$ cat src/design/audio_pkg.sv
package audio_pkg;

    //----------------------------------------
    // Sample widths

    localparam int sample_bits = 24;         // INMP441 word
    localparam int sound_bits  = 16;         // Codec word

    typedef logic signed [sample_bits - 1:0] sample_t;
    typedef logic signed [sound_bits  - 1:0] sound_t;
    typedef logic        [              2:0] vol_t;     // Right-shift count
    typedef logic        [              3:0] fill_t;    // 0 to 8 entries

    //----------------------------------------
    // I2S timing

    localparam int half_bit_clks = 4;        // clk cycles per bclk half period
    localparam int div_bits      = $clog2 (half_bit_clks);

    localparam int slot_bits     = 32;       // bclk periods per channel slot
    localparam int idx_bits      = $clog2 (slot_bits);

    //----------------------------------------
    // FIFO

    localparam int fifo_depth  = 8;
    localparam int ptr_bits    = $clog2 (fifo_depth);
    localparam int prime_level = 2;          // Entries before first offer

    //----------------------------------------
    // State machines

    typedef enum logic [1:0]
    {
        RX_WAIT_SLOT,
        RX_SHIFT,
        RX_OFFER,
        RX_RELEASE
    } rx_state_t;

    typedef enum logic [1:0]
    {
        HS_IDLE,
        HS_OFFER,
        HS_RELEASE
    } hs_state_t;

    typedef enum logic
    {
        TX_REQUEST,
        TX_LATCHED
    } tx_state_t;

endpackage

$ cat src/design/i2s_clock_gen.sv
`timescale 1ns/1ps

module i2s_clock_gen
    import audio_pkg::*;
(
    input  logic                  clk,
    input  logic                  reset,

    output logic                  bclk,
    output logic                  lrclk,
    output logic                  bit_rise,
    output logic                  bit_fall,
    output logic                  slot_right,
    output logic [idx_bits - 1:0] bit_idx
);

    logic [div_bits - 1:0] div_cnt;
    logic                  half_done;

    assign half_done = (div_cnt == div_bits'(half_bit_clks - 1));

    //----------------------------------------
    // Bit clock and edge strobes

    always_ff @(posedge clk)
    begin
        if (reset)
        begin
            div_cnt  <= '0;
            bclk     <= 1'b0;
            bit_rise <= 1'b0;
            bit_fall <= 1'b0;
        end
        else
        begin
            div_cnt  <= half_done ? '0 : div_cnt + 1'b1;
            bit_rise <= half_done && !bclk;   // High with the new bclk level
            bit_fall <= half_done &&  bclk;

            if (half_done)
                bclk <= !bclk;
        end
    end

    //----------------------------------------
    // Bit index and slot, both move on the falling edge

    always_ff @(posedge clk)
    begin
        if (reset)
        begin
            bit_idx    <= '0;
            slot_right <= 1'b0;
        end
        else if (half_done && bclk)
        begin
            bit_idx <= bit_idx + 1'b1;        // Wraps at slot_bits

            if (bit_idx == idx_bits'(slot_bits - 1))
                slot_right <= !slot_right;
        end
    end

    assign lrclk = slot_right;                // Low selects the left channel

endmodule

$ cat src/design/mic_i2s_receiver.sv
`timescale 1ns/1ps

module mic_i2s_receiver
    import audio_pkg::*;
(
    input  logic                  clk,
    input  logic                  reset,

    input  logic                  bit_rise,
    input  logic                  slot_right,
    input  logic [idx_bits - 1:0] bit_idx,
    input  logic                  sd,

    input  logic                  in_ack,
    output logic                  in_req,
    output sample_t               in_data
);

    rx_state_t state;
    sample_t   shift_reg;

    logic      first_bit;
    logic      last_bit;
    logic      shift_en;

    // Bit 0 of the slot is the I2S delay bit, MSB comes on bit 1
    assign first_bit = bit_rise && !slot_right && (bit_idx == idx_bits'(1));
    assign last_bit  = bit_rise && (bit_idx == idx_bits'(sample_bits));

    assign shift_en  = ((state == RX_WAIT_SLOT) && first_bit)
                    || ((state == RX_SHIFT)     && bit_rise);

    //----------------------------------------
    // Control FSM

    always_ff @(posedge clk)
    begin
        if (reset)
        begin
            state  <= RX_WAIT_SLOT;
            in_req <= 1'b0;
        end
        else
        begin
            case (state)
                RX_WAIT_SLOT:
                begin
                    if (first_bit)
                        state <= RX_SHIFT;
                end

                RX_SHIFT:
                begin
                    if (last_bit)
                    begin
                        in_req <= 1'b1;       // Word is ready next cycle
                        state  <= RX_OFFER;
                    end
                end

                // Held here until the FIFO takes the word
                RX_OFFER:
                begin
                    if (in_ack)
                    begin
                        in_req <= 1'b0;
                        state  <= RX_RELEASE;
                    end
                end

                RX_RELEASE:
                begin
                    if (!in_ack)
                        state <= RX_WAIT_SLOT;
                end

                default:
                    state <= RX_WAIT_SLOT;
            endcase
        end
    end

    //----------------------------------------
    // Data path

    always_ff @(posedge clk)
    begin
        if (shift_en)
            shift_reg <= { shift_reg [sample_bits - 2:0], sd };  // MSB first

        // Only loaded while req and ack are both low
        if ((state == RX_SHIFT) && last_bit)
            in_data <= { shift_reg [sample_bits - 2:0], sd };
    end

endmodule

$ cat src/design/sample_fifo.sv
`timescale 1ns/1ps

module sample_fifo
    import audio_pkg::*;
(
    input  logic    clk,
    input  logic    reset,

    // Producer side
    input  logic    in_req,
    input  sample_t in_data,
    output logic    in_ack,

    // Consumer side
    output logic    out_req,
    output sample_t out_data,
    input  logic    out_ack,

    output fill_t   fill
);

    sample_t               mem [fifo_depth];

    logic [ptr_bits - 1:0] wr_ptr;
    logic [ptr_bits - 1:0] rd_ptr;

    hs_state_t             state;
    logic                  primed;
    logic                  full;
    logic                  wr_en;
    logic                  rd_en;
    logic                  offer_start;

    assign full        = (fill == fill_t'(fifo_depth));
    assign wr_en       = in_req && !in_ack && !full;   // Ack held low when full
    assign rd_en       = (state == HS_OFFER) && out_ack;
    assign offer_start = (state == HS_IDLE) && primed && (fill != '0);

    //----------------------------------------
    // Storage

    always_ff @(posedge clk)
    begin
        if (wr_en)
            mem [wr_ptr] <= in_data;
    end

    // Head entry, stable for the whole offer
    always_ff @(posedge clk)
    begin
        if (offer_start)
            out_data <= mem [rd_ptr];
    end

    //----------------------------------------
    // Input handshake

    always_ff @(posedge clk)
    begin
        if (reset)
        begin
            wr_ptr <= '0;
            in_ack <= 1'b0;
        end
        else if (wr_en)
        begin
            wr_ptr <= wr_ptr + 1'b1;
            in_ack <= 1'b1;
        end
        else if (!in_req)
            in_ack <= 1'b0;                           // Req gone, release
    end

    //----------------------------------------
    // Occupancy

    always_ff @(posedge clk)
    begin
        if (reset)
            fill <= '0;
        else
        begin
            case ({ wr_en, rd_en })
                2'b10:   fill <= fill + 1'b1;
                2'b01:   fill <= fill - 1'b1;
                default: fill <= fill;
            endcase
        end
    end

    // Sticky until reset
    always_ff @(posedge clk)
    begin
        if (reset)
            primed <= 1'b0;
        else if (fill >= fill_t'(prime_level))
            primed <= 1'b1;
    end

    //----------------------------------------
    // Output handshake FSM

    always_ff @(posedge clk)
    begin
        if (reset)
        begin
            state   <= HS_IDLE;
            out_req <= 1'b0;
            rd_ptr  <= '0;
        end
        else
        begin
            case (state)
                HS_IDLE:
                begin
                    if (offer_start)
                    begin
                        out_req <= 1'b1;
                        state   <= HS_OFFER;
                    end
                end

                HS_OFFER:
                begin
                    if (out_ack)
                    begin
                        out_req <= 1'b0;
                        rd_ptr  <= rd_ptr + 1'b1;     // Pop
                        state   <= HS_RELEASE;
                    end
                end

                HS_RELEASE:
                begin
                    if (!out_ack)
                        state <= HS_IDLE;
                end

                default:
                    state <= HS_IDLE;
            endcase
        end
    end

endmodule

$ cat src/design/i2s_audio_out.sv
`timescale 1ns/1ps

module i2s_audio_out
    import audio_pkg::*;
(
    input  logic                  clk,
    input  logic                  reset,

    input  logic                  bit_fall,
    input  logic                  slot_right,
    input  logic [idx_bits - 1:0] bit_idx,

    input  logic                  out_req,
    input  sample_t               out_data,
    output logic                  out_ack,

    input  vol_t                  vol,
    output logic                  sdata
);

    tx_state_t state;

    sound_t    scaled;
    sound_t    next_word;
    sound_t    sound_word;   // Value for the current frame
    sound_t    tx_shift;

    logic      slot_start;
    logic      frame_start;
    logic      take;

    assign slot_start  = bit_fall && (bit_idx == '0);
    assign frame_start = slot_start && !slot_right;
    assign take        = frame_start && out_req && (state == TX_REQUEST);

    // Top 16 bits, then attenuate keeping the sign
    assign scaled    = $signed (out_data [sample_bits - 1 -: sound_bits]) >>> vol;

    assign next_word = take ? scaled : '0;   // Silence without a sample

    //----------------------------------------
    // Handshake FSM

    always_ff @(posedge clk)
    begin
        if (reset)
        begin
            state   <= TX_REQUEST;
            out_ack <= 1'b0;
        end
        else
        begin
            case (state)
                TX_REQUEST:
                begin
                    if (take)
                    begin
                        out_ack <= 1'b1;
                        state   <= TX_LATCHED;
                    end
                end

                TX_LATCHED:
                begin
                    if (!out_req)
                    begin
                        out_ack <= 1'b0;
                        state   <= TX_REQUEST;
                    end
                end

                default:
                    state <= TX_REQUEST;
            endcase
        end
    end

    //----------------------------------------
    // Frame word, kept for the right slot

    always_ff @(posedge clk)
    begin
        if (reset)
            sound_word <= '0;
        else if (frame_start)
            sound_word <= next_word;
    end

    //----------------------------------------
    // Serializer

    always_ff @(posedge clk)
    begin
        if (reset)
        begin
            tx_shift <= '0;
            sdata    <= 1'b0;
        end
        else if (bit_fall)
        begin
            if (bit_idx == '0)
            begin
                // Delay bit, load the slot word
                tx_shift <= slot_right ? sound_word : next_word;
                sdata    <= 1'b0;
            end
            else if (bit_idx <= idx_bits'(sound_bits))
            begin
                sdata    <= tx_shift [sound_bits - 1];
                tx_shift <= tx_shift << 1;
            end
            else
                sdata    <= 1'b0;                    // Padding up to slot end
        end
    end

endmodule

$ cat src/design/audio_loop_top.sv
`timescale 1ns/1ps

module audio_loop_top
    import audio_pkg::*;
(
    input  logic  clk,
    input  logic  reset,

    input  vol_t  vol,

    // INMP441 microphone
    output logic  mic_sck,
    output logic  mic_ws,
    input  logic  mic_sd,

    // Codec
    output logic  aud_bclk,
    output logic  aud_lrclk,
    output logic  aud_sdata,

    output fill_t led
);

    //----------------------------------------
    // Shared I2S timing

    logic                  bclk;
    logic                  lrclk;
    logic                  bit_rise;
    logic                  bit_fall;
    logic                  slot_right;
    logic [idx_bits - 1:0] bit_idx;

    // Handshakes
    logic                  in_req;
    logic                  in_ack;
    sample_t               in_data;
    logic                  out_req;
    logic                  out_ack;
    sample_t               out_data;

    assign mic_sck   = bclk;      // Both sides share one frame rate
    assign mic_ws    = lrclk;
    assign aud_bclk  = bclk;
    assign aud_lrclk = lrclk;

    i2s_clock_gen i_clock_gen
    (
        .clk        ( clk        ),
        .reset      ( reset      ),
        .bclk       ( bclk       ),
        .lrclk      ( lrclk      ),
        .bit_rise   ( bit_rise   ),
        .bit_fall   ( bit_fall   ),
        .slot_right ( slot_right ),
        .bit_idx    ( bit_idx    )
    );

    mic_i2s_receiver i_microphone
    (
        .clk        ( clk        ),
        .reset      ( reset      ),
        .bit_rise   ( bit_rise   ),
        .slot_right ( slot_right ),
        .bit_idx    ( bit_idx    ),
        .sd         ( mic_sd     ),
        .in_ack     ( in_ack     ),
        .in_req     ( in_req     ),
        .in_data    ( in_data    )
    );

    sample_fifo i_fifo
    (
        .clk        ( clk        ),
        .reset      ( reset      ),
        .in_req     ( in_req     ),
        .in_data    ( in_data    ),
        .in_ack     ( in_ack     ),
        .out_req    ( out_req    ),
        .out_data   ( out_data   ),
        .out_ack    ( out_ack    ),
        .fill       ( led        )  // Fill level on the LEDs
    );

    i2s_audio_out i_audio_out
    (
        .clk        ( clk        ),
        .reset      ( reset      ),
        .bit_fall   ( bit_fall   ),
        .slot_right ( slot_right ),
        .bit_idx    ( bit_idx    ),
        .out_req    ( out_req    ),
        .out_data   ( out_data   ),
        .out_ack    ( out_ack    ),
        .vol        ( vol        ),
        .sdata      ( aud_sdata  )
    );

endmodule

$ cat config.mk
export PLATFORM = sky130hd
export DESIGN_NAME = audio_loop_top
export DESIGN_NICKNAME = d
export VERILOG_FILES = /design/src/design/audio_pkg.sv /design/src/design/i2s_clock_gen.sv /design/src/design/mic_i2s_receiver.sv /design/src/design/sample_fifo.sv /design/src/design/i2s_audio_out.sv /design/src/design/audio_loop_top.sv
export SDC_FILE = /design/constraint.sdc
export NUM_CORES = 1
export LEC_CHECK = 0
export BUFFER_PORTS_ARGS = -buffer_cell sky130_fd_sc_hd__buf_4
export CORE_ASPECT_RATIO = 0.6
export CORE_MARGIN = 8
export CORE_UTILIZATION = 58
export DETAILED_ROUTE_END_ITERATION = 8
export GPL_ROUTABILITY_DRIVEN = 0
export PLACE_DENSITY = 0.87
export SYNTH_ARGS = -nofsm -noshare
export SYNTH_HDL_FRONTEND = slang
export SYNTH_HIERARCHICAL = 1
export SYNTH_SLANG_ARGS = --single-unit
export TNS_END_PERCENT = 30
$ cat constraint.sdc
create_clock -name clk -period 3.8 [get_ports clk]
set_input_delay 0 -clock clk [delete_from_list [all_inputs] [get_ports clk]]
set_output_delay 0 -clock clk [all_outputs]
set_load 0.05 [all_outputs]
# Word level (Yosys, flattened, before mapping)

Memories as Yosys holds them, arrays and structs flattened. A register that Yosys moved wholly into a read port is not among the register bits.
Index checks and enable logic that the tools add are counted.

Flip-flop bits (word level): 111
Bits in writable memories: 192
Bits of input ports: 6
Output and inout bits: 9
Memories: 1

Add/subtract/negate cells: 6
$lt $le $gt $ge: 2
Eq/ne operators: 22
Shift operators: 1
Mux-type cells: 32
Bitwise logic cells: 1
Reduce and logical (&&, ||, !) cells: 39

Memories:

| memory     | depth | width | rd ports | clocked after Yosys merged registers in | write ports | RTL line          | text |
|---|---|---|---|---|---|---|---|
| i_fifo.mem | 8     | 24    | 1        | 1                                       | 1           | sample_fifo.sv:22 | `sample_t mem [fifo_depth];` |

Operators by type and width:

| cell                  | number |
|---|---|
| $mux W16              | 4 |
| $logic_and A1 B1 Y1   | 17 |
| $sshr A16 B3 Y16      | 1 |
| $mux W1               | 14 |
| $mux W2               | 7 |
| $ne A2 B1 Y1 const B  | 7 |
| $eq A2 B2 Y1 const B  | 5 |
| $eq A5 B5 Y1 const B  | 2 |
| $reduce_and A3 Y1     | 3 |
| $pmux W1 S2           | 4 |
| $pmux W2 S4           | 1 |
| $pmux W4 S2           | 1 |
| $reduce_and A2 Y1     | 4 |
| $reduce_bool A2 Y1    | 4 |
| $add A3 B1 Y3 const B | 2 |
| $eq A2 B1 Y1 const B  | 3 |
| $ne A2 B2 Y1 const B  | 3 |
| $pmux W2 S3           | 1 |
| $add A5 B1 Y5 const B | 1 |
| $eq A5 B1 Y1 const B  | 1 |
| $le A5 B5 Y1 const B  | 1 |
| $logic_not A5 Y1      | 1 |
| $add A4 B1 Y4 const B | 1 |
| $eq A4 B4 Y1 const B  | 1 |
| other kinds (10)      | 14 |

# Logic depth before layout (Yosys ltp)

Gate-level depths: netlist of run 1.

Depth in word-level cells: 8
Depth in mapped cells: 11
Mapped depth without buffers: 10

# By module

The synthesis of run 1 kept the hierarchy.

Modules (own cells, without submodules):

| module           | times used | cells an instance | area an instance (sq um) | seq. area each (sq um) |
|---|---|---|---|---|
| sample_fifo      | 1          | 391               | 8772.2                   | 6786.5 |
| i2s_audio_out    | 1          | 241               | 2142.1                   | 700.7 |
| mic_i2s_receiver | 1          | 76                | 1676.6                   | 1471.4 |
| i2s_clock_gen    | 1          | 44                | 437.9                    | 220.2 |
| audio_loop_top   | 1          | 2                 | 15.0                     | 0.0 |

# Worst setup path after synthesis of run 1

OpenSTA, ideal clock, no wires.

Path kind: register -> register
From: register i_fifo.fill[0]
To: memory i_fifo/mem[0][0] (netlist bit) (enable)
Library setup time: 0.466 ns
Arrival: 3.588 ns
Required time: 3.334 ns
Path slack: -0.254 ns
Stages on the path, launching flop included: 5
Period minus slack after synthesis: 4.054 ns
Cells stage by stage: dfxtp_1 > or4b_4 > and3b_4 > clkinv_4 > nor4_1

Longest elaborated chain between the ends: 5

Ends and longest elaborated chain:

| what                          | RTL line          | text |
|---|---|---|
| start, declared               | sample_fifo.sv:19 | `output fill_t fill` |
| start signal, assigned        | sample_fifo.sv:84 | `2'b10: fill <= fill + 1'b1;` |
| start signal, assigned        | sample_fifo.sv:85 | `2'b01: fill <= fill - 1'b1;` |
| start signal, assigned        | sample_fifo.sv:86 | `default: fill <= fill;` |
| $eq A4 B4 Y1                  | sample_fifo.sv:34 | `assign full = (fill == fill_t'(fifo_depth));` |
| $logic_not A1 Y1              | sample_fifo.sv:35 | `assign wr_en = in_req && !in_ack && !full;` |
| $logic_and A1 B1 Y1           | sample_fifo.sv:35 |  |
| $mux W1                       | sample_fifo.sv:44 | `if (wr_en)` |
| $mux W1 (implied by the code) | sample_fifo.sv:45 | `mem [wr_ptr] <= in_data;` |
| end, declared                 | sample_fifo.sv:22 |  |

Every way passes these cells.

# Final worst setup path of run 1

From: register i_fifo.fill[1]
To: register i_fifo.fill[2]

Longest elaborated chain between the ends: 5
Elaborated cells between the ends (all ways): 9

Ends and longest elaborated chain:

| what                                                     | RTL line          | text |
|---|---|---|
| $eq A4 B4 Y1                                             | sample_fifo.sv:34 |  |
| $logic_not A1 Y1                                         | sample_fifo.sv:35 |  |
| $logic_and A1 B1 Y1                                      | sample_fifo.sv:35 |  |
| $eq A2 B1 Y1 / $eq A2 B2 Y1 (equally long branches)      | sample_fifo.sv:83 | `case ({ wr_en, rd_en })` |
| $pmux W4 S2 / $reduce_bool A2 Y1 (equally long branches) | --                |  |

Several ways; a longest one is shown, not always the timed one.
A chain may end at the register's enable or synchronous reset.

==> results of run 1 <==
-- worst max-delay path by stage --
| stage | start | end |
|---|---|---|
| 2_1_floorplan | i_fifo/fill[0] | i_fifo/mem[0][10] |
| 3_3_place_gp | i_fifo/fill[1] | i_fifo/fill[3] |
| 3_5_place_dp | i_fifo/fill[1] | i_fifo/fill[2] |
| 4_1_cts | i_fifo/fill[1] | i_fifo/fill[2] |
| 5_1_grt | i_fifo/fill[1] | i_fifo/fill[3] |
| 6_report | i_fifo/fill[1] | i_fifo/fill[2] |
-- power groups by stage --
stage / registers (mW) / clock network [mW] / logic, mW
2_1_floorplan: 2.98 / 0 / 0.144
3_3_place_gp: 2.97 / 0 / 0.187
3_5_place_dp: 2.98 / 0 / 0.197
4_1_cts: 2.92 / 2.44 / 0.203
5_1_grt: 2.92 / 2.54 / 0.219
6_report: 2.92 / 2.42 / 0.203
-- cell type report --
type | instances | area [µm²] | area share
sequential | 247 | 6779 | 0.6025
multi-input combinational | 345 | 3126 | 0.2778
inverter | 13 | 53.80 | 0.004782
clock buffer | 23 | 554.3 | 0.04926
tap | 234 | 292.8 | 0.02602
timing repair buffer | 27 | 210.2 | 0.01868
clock inverter | 15 | 236.5 | 0.02102
-- metrics by stage --
step	total power [mW]	area, µm²	hold WS [ns]
finish	5.538	11250	0.05108
global route	5.678	11250	0.1109
CTS	5.556	11250	0.03080
detailed placement	3.174	10430	0.1793
global placement	3.160	10430	0.1806
floorplan	3.121	10180	0.06465
-- repair_timing --
action,in CTS,in global routing
setup endpoints to repair,0,0
setup buffers,0,0
hold buffers,3,0
endpoints found under the hold margin,4,0
-- per-layer routing --
metal	vias up	routed length (µm)
met2	299	9382
met4	0	482
met1	2930	8890
met3	59	1538
met5	-	0
li1	2539	-
-- worst max-delay path, delay by kind of cell (launching register included) --
family,cells,cell delay [ns]
and+or+nand+nor,3,1.13
adders and majority gates,2,0.46
DFF,1,0.40
xor gates and xnor gates,2,0.38
AOI/OAI and AO/OA,2,0.19
buffers and inverters,1,0.09
==> results by group, run 1 <==
Outcome
  – Status: complete, no violations

Global routing
  – Grt ovf: 0
  – Met1 Use GR: 0.2584
  – Largest net degree at the start of global routing: 69
  – Met2 global-route usage: 0.2856
  – Vias in the first global route: 5786
  – Antenna violations before repair: 0
  – GRT busiest layer: met2
  – Gr usage total: 0.1806
  – Grt met3 use: 0.02995
  – First-pass GRT wire length: 32.15 mm

Final layout
  – Share of cells above drive strength 1: 0.2134
  – Core Util, Final: 0.6551
  – Most common cell after layout, fill and taps aside: edfxtp_1
  – Non-filler cells in the finished layout: 904
  – Most frequent cells in the layout: 183 x edfxtp_1, 62 x dfxtp_1, 43 x a21oi_1
  – ANT cells: 0
  – Synth-to-Final Area Change: 10.57%
  – Fillers: 1090
  – Net count, final: 674
  – Number of flip-flops in the largest register: 128

Synth
  – Avg Inst Size Synth: 15.66 µm²
  – Mapped Cells: 650
  – Syn_nets: 668
  – Syn. warnings: 6
  – Mapped Area: 10180 µm²

Clock tree
  – Clock buffer count from CTS: 22
  – TritonCTS Sinks: 247
  – Root Driver: clkbuf_16
  – Clock Pin Slew Worst Setup and Hold Paths: 0.06 ns
  – CTS tree: built
  – Clock H-tree levels: 1
  – Post-CTS Resized: 0
  – Clock latency on the worst-skew pair: 0.51 ns
  – Max clock buf depth: 3

Timing
  – Worst-Margin Slew: 1.094 ns
  – RSZ-0062 raised after global routing: false
  – Setup Viol. Count Final: 0
  – Period minus WS final: 2.733 ns
  – Pins Over Slew Limit: 0
  – Final worst slack: 1.067 ns
  – FMAX: 365.9 MHz
  – Worst relative slew slack: 0.2699
  – Setup TNS: 0 ns
  – Final clock skew: 0.01159 ns
  – Final hold viol count: 0
  – Period Utilization, post-route: 0.7192

Die
  – Initial Util: 0.5925
  – Core Rows: 37
  – Chip Height: 118.6 µm
  – Area of the die: 22180 µm²
  – Ports: 15
  – Die Span X: 187 µm
  – CORE AREA: 17180 µm²

Pwr
  – Peak supply drop: 0.3965 mV
  – Leakage power: 3.619 nW
  – Sw Share: 0.1970
  – Switching power of the nets: 1.091 mW
  – Comb power frac: 0.037
  – Int Power: 4.447 mW
  – Pwr Density: 492.2 nW/µm²
  – Clk pwr share: 0.436
  – Seq pwr share: 0.527

Routing
  – Total Routed Length: 20.29 mm
  – Vias post-DR: 5827
  – Routed length per instance: 22.45 µm
  – Drc violations: 0
  – DR iter-0 viols: 785
  – Vias per inst: 6.446
  – Final ANT Viol Nets: 0
  – DR pass1 iterations: 5

Placed design
  – Placement Setup Slack: 1.134 ns
  – Final HPWL DP: 12.36 mm
  – Placed cells: 863
  – Port bufs: 14

Hold path
  – Worst hold path type: in2reg
  – HP Start: vol[0]
  – WHS Path Cells: 4
  – Worst Hold Path EP: i_audio_out/tx_shift[1]

Run
  – Max-capacitance violation count: 0

Setup path
  – Worst setup SP type: register
  – Max stage delay on crit path: 0.56 ns
  – Worst EP required: 4.23 ns
  – Reg2reg path depth: 10
  – Crit-path slowest cell: or4b_4
  – Reg2reg start: i_fifo/fill[1]
  – Critical path class: reg2reg
  – CP arrival: 3.17 ns
  – Critical Path End Type: register
  – R2R Path End: i_fifo/fill[2]
  – Reg2reg setup slack: 1.07 ns
  – Critical path fanouts, max: 10
  – CP Cell Sequence: or4b_4 > and3b_4 > clkinv_4 > ha_1 > xor2_1 > ha_1 > a21oi_1 > xor2_1 > or3_1 > a21oi_1
(Power assumes the default switching activity.)
==> run 2: changes to the inputs <==
clock period = 2.51 ns   (was 3.8 ns; I/O delays follow)
==> run 2 against run 1 <==
Effect of this change: clock power increased by 37%; largest cell class unchanged; via count down 0.17%; sequential share of layout area is 0.32 points lower; setup slack got worse by 1.1 ns; critical path type unchanged; total power up 45%; clock skew fell by 0.0035 ns.
==> results by group, run 2 (synthesis gave the netlist of run 1 again) <==
Outcome
  – Status: complete, no violations

Final layout
  – Final Instance Area: 11310 µm² (+0.52%)
  – Synth-to-Final Area Change: 11.15%
  – ANT cells: 0 (unchanged)
  – Sequential cell area: 6778 µm² (about the same)
  – Most frequent cells in the layout: 183 x edfxtp_1, 63 x dfxtp_1, 41 x a21oi_1
  – Fillers: 1086 (-0.37%)
  – Area occupied by multi-input gates: 3143 µm² (+0.56%)
  – Net count, final: 689 (+2.2%)
  – Non-filler cells in the finished layout: 921 (+1.9%)
  – Number of flip-flops in the largest register: 128 (unchanged)
  – Share of cells above drive strength 1: 0.2373 (+0.02383)
  – Most common cell after layout, fill and taps aside: edfxtp_1
  – Core Util, Final: 0.6586 (+0.003424)

Global routing
  – Antenna violations before repair: 0 (unchanged)
  – Largest net degree at the start of global routing: 69 (unchanged)
  – Grt ovf: 0 (unchanged)
  – Gr usage total: 0.1826 (+0.002000)
  – First-pass GRT wire length: 32.36 mm (+0.64%)
  – Vias in the first global route: 5777 (-0.16%)

Setup path
  – Critical path class: reg2reg
  – Worst setup SP type: register
  – CP arrival: 2.90 ns (-0.27 ns)
  – Critical Path End Type: register
  – Worst EP required: 2.90 ns (-1.33 ns)
  – Critical path fanouts, max: 7 (-3)

Die
  – CORE AREA: 17180 µm² (unchanged)
  – Chip Height: 118.6 µm (unchanged)
  – Ports: 15 (unchanged)
  – Initial Util: 0.5925 (unchanged)
  – Die Span X: 187 µm (unchanged)
  – Core Rows: 37 (unchanged)
  – Area of the die: 22180 µm² (unchanged)

Timing
  – Pins Over Slew Limit: 0 (unchanged)
  – Worst relative slew slack: 0.5334 (+0.2635)
  – Setup TNS: 0 ns (unchanged)
  – FMAX: 399.6 MHz (+9.2%)
  – Final clock skew: 0.008088 ns (-0.003497 ns)
  – Setup Viol. Count Final: 0 (unchanged)
  – Minimum hold slack: 0.04695 ns (-0.004126 ns)
  – Final hold viol count: 0 (unchanged)
  – Worst-Margin Slew: 0.6999 ns (-0.3938 ns)
  – Period Utilization, post-route: 0.9970 (+0.2778)
  – Period minus WS final: 2.502 ns (-0.2304 ns)
  – RSZ-0062 raised after global routing: true

Hold path
  – Worst hold path type: in2reg

Clock tree
  – Clock H-tree levels: 1 (unchanged)
  – Max clock buf depth: 3 (unchanged)
  – Clock latency on the worst-skew pair: 0.50 ns (about the same)
  – Root Driver: clkbuf_16
  – Clock buffer count from CTS: 22 (unchanged)
  – TritonCTS Sinks: 247 (unchanged)
  – Clock Pin Slew Worst Setup and Hold Paths: 0.07 ns (about the same)
  – CTS tree: built

Routing
  – Vias post-DR: 5817 (-0.17%)
  – Final ANT Viol Nets: 0 (unchanged)
  – Drc violations: 0 (unchanged)
  – Routed length per instance: 22.36 µm (-0.39%)
  – Vias per inst: 6.316 (-2.0%)
  – Total Routed Length: 20.59 mm (+1.5%)
  – DR pass1 iterations: 7 (+2)
  – DR iter-0 viols: 851 (+8.4%)

Placed design
  – Placed inst area: 10540 µm² (+1.0%)
  – Port bufs: 14 (unchanged)
  – Placed cells: 877 (+1.6%)
  – Final HPWL DP: 12.47 mm (+0.88%)

Pwr
  – Peak supply drop: 0.5952 mV (+50%)
  – Leakage power: 3.652 nW (+0.92%)
  – Pwr Density: 712.1 nW/µm² (+45%)

Run
  – Max-capacitance violation count: 0 (unchanged)
-- run 2: worst paths after layout --
kind	from	to	slack [ns]	cells past startpoint
setup / recovery	i_fifo/fill[0]	i_fifo/fill[3]	0.008	8
hold / removal	vol[0]	i_audio_out/tx_shift[1]	0.05	4
setup reg to reg	i_fifo/fill[0]	i_fifo/fill[3]	0.008	8
hold reg to reg	i_microphone/shift_reg[4]	i_microphone/shift_reg[5]	0.42	0
-- run 2: what timing repair did --
item                       CTS  global route
hold endpoints to repair     8             0
gates resized for setup      3             5
setup buffers                0             1
pin swaps                    1             2
hold buffers                 3             0
setup endpoints to repair    1             2
-- run 2: final cells by class --
type | count | share of cell area
inverter | 13 | 0.004757
timing repair buffer | 42 | 0.02965
tap | 234 | 0.02589
clock buffer | 26 | 0.05188
clock inverter | 14 | 0.01073
multi-input combinational | 345 | 0.2779
sequential | 247 | 0.5992
-- run 2: worst max-delay path, stage by stage, from the launching register on --
cell and delay [ns]:
dfxtp_1 0.31, or4b_4 0.55, and3b_4 0.23, clkinv_4 0.09
ha_2 0.33, nor4bb_2 0.29, o21ai_1 0.12, o31ai_1 0.09
mux2_2 0.37
-- run 2: stage by stage --
step | setup WS [ns] | power [mW]
final | 0.007584 | 8.054
after global routing | -0.05341 | 8.278
after CTS | 0.007116 | 8.085
after detailed placement | -0.03422 | 4.811
after global placement | 0.07362 | 4.790
after floorplan | -0.3405 | 4.725
-- run 2: layer usage --
metal	GRT usage	wire length [µm]
met4	0.04051	392
met1	0.2522	8750
met2	0.3027	9956
met3	0.03053	1495
met5	0	0
-- run 2: report_power, final --
group	internal (mW)	switching [mW]	total (mW)
Sequential	4.38	0.0345	4.42
Combinational	0.136	0.188	0.324
Clock	1.88	1.43	3.31
